File: src/hw/seqPkg.sv
// Mode codes, operand selects and step encoding used by the sequencer units and testbench
package seqPkg;

////////////////////////////////////////////////////////////////////////////
// Operation modes on the mode input
////////////////////////////////////////////////////////////////////////////

	localparam logic [1:0] modeMul  = 2'd0; // Schoolbook product, column order
	localparam logic [1:0] modeSqr  = 2'd1; // No sequence, ends at once
	localparam logic [1:0] modeAdd  = 2'd2; // Word by word with carry
	localparam logic [1:0] modeCopy = 2'd3; // Word by word through accumulator

////////////////////////////////////////////////////////////////////////////
// Operand select on readSel
////////////////////////////////////////////////////////////////////////////

	localparam logic selA = 1'b0;
	localparam logic selB = 1'b1;

////////////////////////////////////////////////////////////////////////////
// Step codes, one step per cycle
////////////////////////////////////////////////////////////////////////////

	localparam int stepWidth = 4;

	localparam logic [stepWidth-1:0] stepIdle   = 4'd0; // Mode sampled here
	localparam logic [stepWidth-1:0] stepFetchA = 4'd1; // Read A word
	localparam logic [stepWidth-1:0] stepFetchB = 4'd2; // Read B word
	localparam logic [stepWidth-1:0] stepLatch  = 4'd3; // Capture last read
	localparam logic [stepWidth-1:0] stepAcc    = 4'd4; // Accumulate
	localparam logic [stepWidth-1:0] stepWrite  = 4'd5; // Store low word
	localparam logic [stepWidth-1:0] stepDone   = 4'd6; // Held until reset

endpackage

File: src/hw/wordPkg.sv
// Operand word geometry shared by the sequencer RTL and its testbench
package wordPkg;

////////////////////////////////////////////////////////////////////////////
// Operand size
////////////////////////////////////////////////////////////////////////////

	// Longest operand, in words, that the offsets can still address
	localparam int maxWords = 32;

	// Product words run up to offset 2*maxWords-1, so this covers the whole product
	localparam int offsetWidth = $clog2(2 * maxWords);

endpackage

File: src/hw/controlDecoder.sv
// Combinational decode of each step and mode into datapath strobes and index commands
`timescale 1ns/100ps

module controlDecoder (
	input  logic [seqPkg::stepWidth-1:0] step,
	input  logic [1:0]                   opMode,
	output logic                         readEn,
	output logic                         readSel,
	output logic                         loadA,
	output logic                         loadB,
	output logic                         accEn,
	output logic                         accClear,
	output logic                         accShift,
	output logic                         writeEn,
	output logic                         idxClear,
	output logic                         pairNext,
	output logic                         columnNext
);

	logic isMul;
	logic isAdd;
	logic isCopy;

	assign isMul  = (opMode == seqPkg::modeMul);
	assign isAdd  = (opMode == seqPkg::modeAdd);
	assign isCopy = (opMode == seqPkg::modeCopy);

////////////////////////////////////////////////////////////////////////////
// Strobe table
////////////////////////////////////////////////////////////////////////////

	always_comb begin
		readEn     = 1'b0;
		readSel    = seqPkg::selA;
		loadA      = 1'b0;
		loadB      = 1'b0;
		accEn      = 1'b0;
		accClear   = 1'b0;
		accShift   = 1'b0;
		writeEn    = 1'b0;
		idxClear   = 1'b0;
		pairNext   = 1'b0;
		columnNext = 1'b0;
		case (step)
			seqPkg::stepIdle: begin
				idxClear = 1'b1; // Counters start at zero
			end
			seqPkg::stepFetchA: begin
				readEn  = 1'b1;
				readSel = seqPkg::selA;
			end
			seqPkg::stepFetchB: begin
				readEn  = 1'b1;
				readSel = seqPkg::selB;
				loadA   = isMul;  // A word from previous read
				loadB   = !isMul; // Addition takes A through register B
			end
			seqPkg::stepLatch: begin
				loadB = 1'b1;
				accEn = isAdd; // A word goes in first
			end
			seqPkg::stepAcc: begin
				accEn    = 1'b1;
				accClear = isCopy;
				pairNext = isMul;
			end
			seqPkg::stepWrite: begin
				writeEn    = 1'b1;
				accShift   = !isCopy; // Carry moves down
				columnNext = 1'b1;
			end
			default: begin
				readEn = 1'b0; // Done holds everything low
			end
		endcase
	end

endmodule

File: src/hw/indexUnit.sv
// Column, pair and word counters that turn index commands into read and write offsets
`timescale 1ns/100ps

module indexUnit #(
	parameter int numWords = 17
) (
	input  logic                            clk,
	input  logic                            rst,
	input  logic                            idxClear,
	input  logic                            pairNext,
	input  logic                            columnNext,
	output logic [wordPkg::offsetWidth-1:0] readOffset,
	output logic [wordPkg::offsetWidth-1:0] writeOffset,
	output logic                            lastPair,
	output logic                            columnEmpty,
	output logic                            lastColumn,
	output logic                            lastWord
);

	localparam int ow = wordPkg::offsetWidth;

	localparam logic [ow-1:0] topWord    = ow'(numWords - 1);     // Highest operand word
	localparam logic [ow-1:0] topPairCol = ow'(2 * numWords - 2); // Last column with pairs
	localparam logic [ow-1:0] highCol    = ow'(2 * numWords - 1); // Carry-only column

	if (numWords < 2 || numWords > wordPkg::maxWords) begin : gSizeCheck
		$error("indexUnit: numWords %0d outside 2..%0d", numWords, wordPkg::maxWords);
	end

	logic [ow-1:0] column;        // k, doubles as word index j
	logic [ow-1:0] pair;          // i
	logic [ow-1:0] nextLow;
	logic [ow-1:0] aOffset;
	logic [ow-1:0] bOffset;
	logic          pairSeen;      // Set once a column had more than one step of pairs
	logic          firstAfterCmd; // Cycle right after a command, the FetchA slot

////////////////////////////////////////////////////////////////////////////
// Counters
////////////////////////////////////////////////////////////////////////////

	// Lower pair bound of column k+1 is max(0, k+2-numWords)
	assign nextLow = (column >= topWord) ? column - topWord + 1'b1 : '0;

	always_ff @(posedge clk) begin
		if (rst || idxClear) begin
			column <= '0;
			pair   <= '0;
		end else if (columnNext) begin
			column <= column + 1'b1;
			pair   <= nextLow; // Restart at new column's bound
		end else if (pairNext) begin
			pair <= pair + 1'b1;
		end
	end

	always_ff @(posedge clk) begin
		if (rst || idxClear) begin
			pairSeen <= 1'b0;
		end else if (pairNext) begin
			pairSeen <= 1'b1;
		end
	end

	always_ff @(posedge clk) begin
		if (rst) begin
			firstAfterCmd <= 1'b0;
		end else begin
			firstAfterCmd <= idxClear | pairNext | columnNext;
		end
	end

////////////////////////////////////////////////////////////////////////////
// Offsets and loop flags
////////////////////////////////////////////////////////////////////////////

	assign aOffset = pair;
	assign bOffset = column - pair;

	// Column 0 has A and B both at offset 0, so the A side is only needed
	// once a pairNext has come by. Addition and copy never issue pairNext,
	// keep pair at 0 and so read bOffset, which is then the word index
	assign readOffset  = (pairSeen && firstAfterCmd) ? aOffset : bOffset;
	assign writeOffset = column;

	assign lastPair    = (pair == column) || (pair == topWord); // i at min(k, numWords-1)
	assign columnEmpty = (column == highCol);
	assign lastColumn  = (column == topPairCol);
	assign lastWord    = (column == topWord);

endmodule

File: src/hw/opSequencer.sv
// Top of the operation sequencer, joining step controller, decoder and index unit
`timescale 1ns/100ps

module opSequencer #(
	parameter int numWords = 17
) (
	input  logic                            clk,
	input  logic                            rst,
	input  logic [1:0]                      mode,
	output logic                            done,
	output logic                            readEn,
	output logic                            readSel,
	output logic [wordPkg::offsetWidth-1:0] readOffset,
	output logic                            loadA,
	output logic                            loadB,
	output logic                            accEn,
	output logic                            accClear,
	output logic                            accShift,
	output logic                            writeEn,
	output logic [wordPkg::offsetWidth-1:0] writeOffset
);

	logic [seqPkg::stepWidth-1:0] step;
	logic [1:0]                   opMode;
	logic                         idxClear;
	logic                         pairNext;
	logic                         columnNext;
	logic                         lastPair;
	logic                         columnEmpty;
	logic                         lastColumn;
	logic                         lastWord;

////////////////////////////////////////////////////////////////////////////
// Units
////////////////////////////////////////////////////////////////////////////

	stepController u_stepController (
		.clk         (clk),
		.rst         (rst),
		.mode        (mode),
		.lastPair    (lastPair),
		.columnEmpty (columnEmpty),
		.lastColumn  (lastColumn),
		.lastWord    (lastWord),
		.step        (step),
		.opMode      (opMode),
		.done        (done)
	);

	controlDecoder u_controlDecoder (
		.step       (step),
		.opMode     (opMode),
		.readEn     (readEn),
		.readSel    (readSel),
		.loadA      (loadA),
		.loadB      (loadB),
		.accEn      (accEn),
		.accClear   (accClear),
		.accShift   (accShift),
		.writeEn    (writeEn),
		.idxClear   (idxClear),
		.pairNext   (pairNext),
		.columnNext (columnNext)
	);

	indexUnit #(
		.numWords (numWords)
	) u_indexUnit (
		.clk         (clk),
		.rst         (rst),
		.idxClear    (idxClear),
		.pairNext    (pairNext),
		.columnNext  (columnNext),
		.readOffset  (readOffset),
		.writeOffset (writeOffset),
		.lastPair    (lastPair),
		.columnEmpty (columnEmpty),
		.lastColumn  (lastColumn),
		.lastWord    (lastWord)
	);

endmodule

File: src/hw/stepController.sv
// Step register and next-step choice that walk the per-mode loops up to a held done level
`timescale 1ns/100ps

module stepController (
	input  logic                          clk,
	input  logic                          rst,
	input  logic [1:0]                    mode,
	input  logic                          lastPair,
	input  logic                          columnEmpty,
	input  logic                          lastColumn,
	input  logic                          lastWord,
	output logic [seqPkg::stepWidth-1:0]  step,
	output logic [1:0]                    opMode,
	output logic                          done
);

	logic [seqPkg::stepWidth-1:0] nextStep;

////////////////////////////////////////////////////////////////////////////
// Step and mode registers
////////////////////////////////////////////////////////////////////////////

	always_ff @(posedge clk) begin
		if (rst) begin
			step   <= seqPkg::stepIdle;
			opMode <= seqPkg::modeMul;
		end else begin
			step <= nextStep;
			if (step == seqPkg::stepIdle) begin
				opMode <= mode; // Only sample of mode
			end
		end
	end

////////////////////////////////////////////////////////////////////////////
// Next step
////////////////////////////////////////////////////////////////////////////

	always_comb begin
		nextStep = seqPkg::stepDone;
		case (step)
			seqPkg::stepIdle: begin
				if (mode == seqPkg::modeSqr) begin
					nextStep = seqPkg::stepDone; // Nothing to issue
				end else begin
					nextStep = seqPkg::stepFetchA;
				end
			end
			seqPkg::stepFetchA: begin
				if (opMode == seqPkg::modeCopy) begin
					nextStep = seqPkg::stepLatch; // Copy has no B operand
				end else begin
					nextStep = seqPkg::stepFetchB;
				end
			end
			seqPkg::stepFetchB: nextStep = seqPkg::stepLatch;
			seqPkg::stepLatch:  nextStep = seqPkg::stepAcc;
			seqPkg::stepAcc: begin
				if (opMode == seqPkg::modeMul && !lastPair) begin
					nextStep = seqPkg::stepFetchA; // More pairs in this column
				end else begin
					nextStep = seqPkg::stepWrite;
				end
			end
			seqPkg::stepWrite: begin
				if (opMode == seqPkg::modeMul) begin
					if (columnEmpty) begin
						nextStep = seqPkg::stepDone; // High word written
					end else if (lastColumn) begin
						nextStep = seqPkg::stepWrite; // Only the carry is left
					end else begin
						nextStep = seqPkg::stepFetchA;
					end
				end else if (lastWord) begin
					nextStep = seqPkg::stepDone;
				end else begin
					nextStep = seqPkg::stepFetchA;
				end
			end
			seqPkg::stepDone: nextStep = seqPkg::stepDone; // Left only by reset
			default:          nextStep = seqPkg::stepDone;
		endcase
	end

	assign done = (step == seqPkg::stepDone);

endmodule

File: config.mk
export PLATFORM = sky130hd
export DESIGN_NAME = opSequencer
export DESIGN_NICKNAME = d
export VERILOG_FILES = /design/src/hw/seqPkg.sv /design/src/hw/wordPkg.sv /design/src/hw/controlDecoder.sv /design/src/hw/indexUnit.sv /design/src/hw/opSequencer.sv /design/src/hw/stepController.sv
export SDC_FILE = /design/constraint.sdc
export NUM_CORES = 1
export LEC_CHECK = 0
export ABC_AREA = 1
export BUFFER_PORTS_ARGS = -buffer_cell sky130_fd_sc_hd__buf_2
export CAP_MARGIN = 20
export CORE_MARGIN = 3
export CORE_UTILIZATION = 56
export CTS_CLUSTER_DIAMETER = 60
export CTS_CLUSTER_SIZE = 40
export DETAILED_ROUTE_END_ITERATION = 7
export PLACE_DENSITY = 0.8
export SLEW_MARGIN = 40
export SYNTH_ARGS = -nofsm -noshare
export SYNTH_HDL_FRONTEND = slang
export SYNTH_SLANG_ARGS = --single-unit
File: constraint.sdc
create_clock -name clk -period 2.46 [get_ports clk]
set_input_delay 0.369 -clock clk [delete_from_list [all_inputs] [get_ports clk]]
set_output_delay 0.369 -clock clk [all_outputs]
set_load 0.01 [all_outputs]
==> results.cfg <==
[run_status]
outcome = finished, final reports clean

[synth]
yosys-top-cells-area = dfxtp_1 26%, nand2_1 13%, ha_1 8.6%
syn_area_um2 = 1460
ys_seq_area_frac = 0.261
yosysTopAreaCell = dfxtp_1
yosysWarnings = 0
synth_edf_count = 0
synth-main-ff-cell = dfxtp_1
yosysMostFrequentCell = nand2_1
async_flop_share = 0
synth_top_area_frac = 0.261
syn_inst = 224
yosysUniqueCellTypes = 31
synth_seq_cells = 19
syn_avg_cell_area_um2 = 6.51
yosys-top-cells-count = 51 x nand2_1, 24 x inv_1, 23 x nand3_1, 21 x a21oi_1, 20 x nor2_1
syn-num-nets = 239

[global_route]
grt_util_all_layers = 0.221
first_global_vias = 1254
grt_overflow = 0
grt_max_degree = 21
grt_first_pass_wirelength_um = 5730
antenna_found_initial = 0

[cells_and_area]
final_util = 0.713
layout-drive-gt1-share = 0.207
seqCellArea_um2 = 387
synthToLayoutAreaGrowth_pct = 14.3
final_area_um2 = 1670
fin_nets = 267
multi_input_area_um2 = 971
n_fill_cell = 219
stdcell_count = 279
num_antenna_cells = 0

[clocking]
clk_path_buf_depth = 2
cts_buffers = 3
ctsHoldBuffers = 0
htreeDepth = 1
cts.sinks = 19
clkTransAtPathRegs_ns = 0.11
cts-root-buf = clkbuf_4
cts.repair.resized = 1
clk_latency_ns = 0.31
cts_tree = yes
cts_setup_buffers = 0

[floorplanning]
die_area_um2 = 3250
start_util = 0.624
rows = 17
pin_count = 25
core_area_um2 = 2340
die_h_um = 57.0
die_w_um = 57.0

[timing]
period_share = 0.953
worstMarginPinSlew_ns = 0.467
fin_skew_ns = 0.00383
fmax_mhz = 427
finalSetupViolations = 0
min_period_ns = 2.34
slew_violations = 0
fin_tns_setup_ns = 0
slew_headroom = 0.688
hold_violations = 0

[setup_path]
crit_arrival_ns = 1.97
worstSetupPathType = reg2out
crit_start = u_indexUnit.writeOffset[0]
crit_path_end_kind = output port
worstPathMaxFanout = 6
r2r-start = u_stepController.step[2]
crit_required_ns = 2.09
start_kind = flip-flop

[routing]
dr.pass1.iters = 4
vias = 1522
dr.first_iter.drc_count = 66
wire_per_inst_um = 12.7
wirelength_um = 3540
ant_nets = 0
viasPerCell = 5.46
drc_errors = 0

[placed_design]
dp_hpwl_um = 2760
place_area_um2 = 1610
dp.cells = 275
io_buffers = 24
globalplace.congestion = 0.860

[pwr]
peakVddDrop_mv = 0.780
leakagePower_nw = 0.798
power.density_nw_per_um2 = 876

[min_path]
hold_class = in2reg
hp-start = mode[1]

[flow_run]
cap_violations = 0
[cells in the final DEF (no fill, tap or decap), drive strengths merged]
cell,n
a21oi,21
a31oi,1
nand2,54
a22oi,1
or2,3
o31ai,1
clkbuf,4
clkinv,2
nand3,25
o21ai,15
inv,28
o211ai,1
o22ai,2
fa,1
nor3,3
nor2,25
xor2,4
dfxtp,19
buf,26
nand4,5
ha,10
[per-layer routing]
metal,track usage,wire (um),vias to the layer above,share of wire
met5,0,0,-,0
met4,0.0728,35,0,0.0099
met3,0.0294,297,4,0.084
met2,0.318,1570,64,0.44
met1,0.335,1640,663,0.46
li1,-,-,791,-
[registers in the layout (all words and copies together) (netlist names)]
| register | count |
|---|---|
| u_indexUnit.aOffset | 6 |
| u_indexUnit.writeOffset | 6 |
| u_stepController.step | 3 |
| u_stepController.opMode | 2 |
| u_indexUnit.firstAfterCmd | 1 |
| u_indexUnit.pairSeen | 1 |
[area by class of cell]
type	instances	share of cell area
multi-input cells	172	0.582
flip-flops and latches	19	0.232
repair buffers	26	0.0810
inverters	30	0.0683
well taps	28	0.0210
clock buffers	4	0.0158
[worst paths after layout]
kind                                              endpoint  slack [ns]  depth (start not counted)
worst max-delay path                         readOffset[4]        0.12                          8
worst max register to register      u_indexUnit.aOffset[3]        0.79                          5
worst min-delay path            u_stepController.opMode[1]        0.31                          3
worst min register to register        u_indexUnit.pairSeen        0.46                          2
[kinds of logic after synthesis]
family / synth area share
simple gates: 0.371
compound gates: 0.152
buf+inv: 0.0926
flops: 0.261
fa+ha+maj: 0.0995
xor+xnor: 0.0240
[critical path, stage by stage (launching register included)]
cell and delay, ns:
dfxtp_4 0.39, inv_1 0.09, ha_1 0.24, fa_2 0.36
o21ai_1 0.17, or2_2 0.13, nand3_1 0.07, o21ai_0 0.08
buf_2 0.15
[metrics by stage]
stage	setup WS (ns)	power [mW]	hold slack (ns)
finish	0.116	1.46	0.306
detailed placement	0.291	1.28	0.447
global route	-0.0255	1.60	0.325
global placement	0.312	1.27	0.442
floorplan	0.426	1.06	0.429
CTS	0.00233	1.45	0.299
[power breakdown]
| part | internal, mW | total (mW) | switching (mW) |
|---|---|---|---|
| clock | 0.0635 | 0.167 | 0.104 |
| sequential | 0.370 | 0.437 | 0.0673 |
| combinational | 0.298 | 0.856 | 0.558 |
| total | 0.731 | 1.46 | 0.729 |
(Power assumes the default switching activity.)
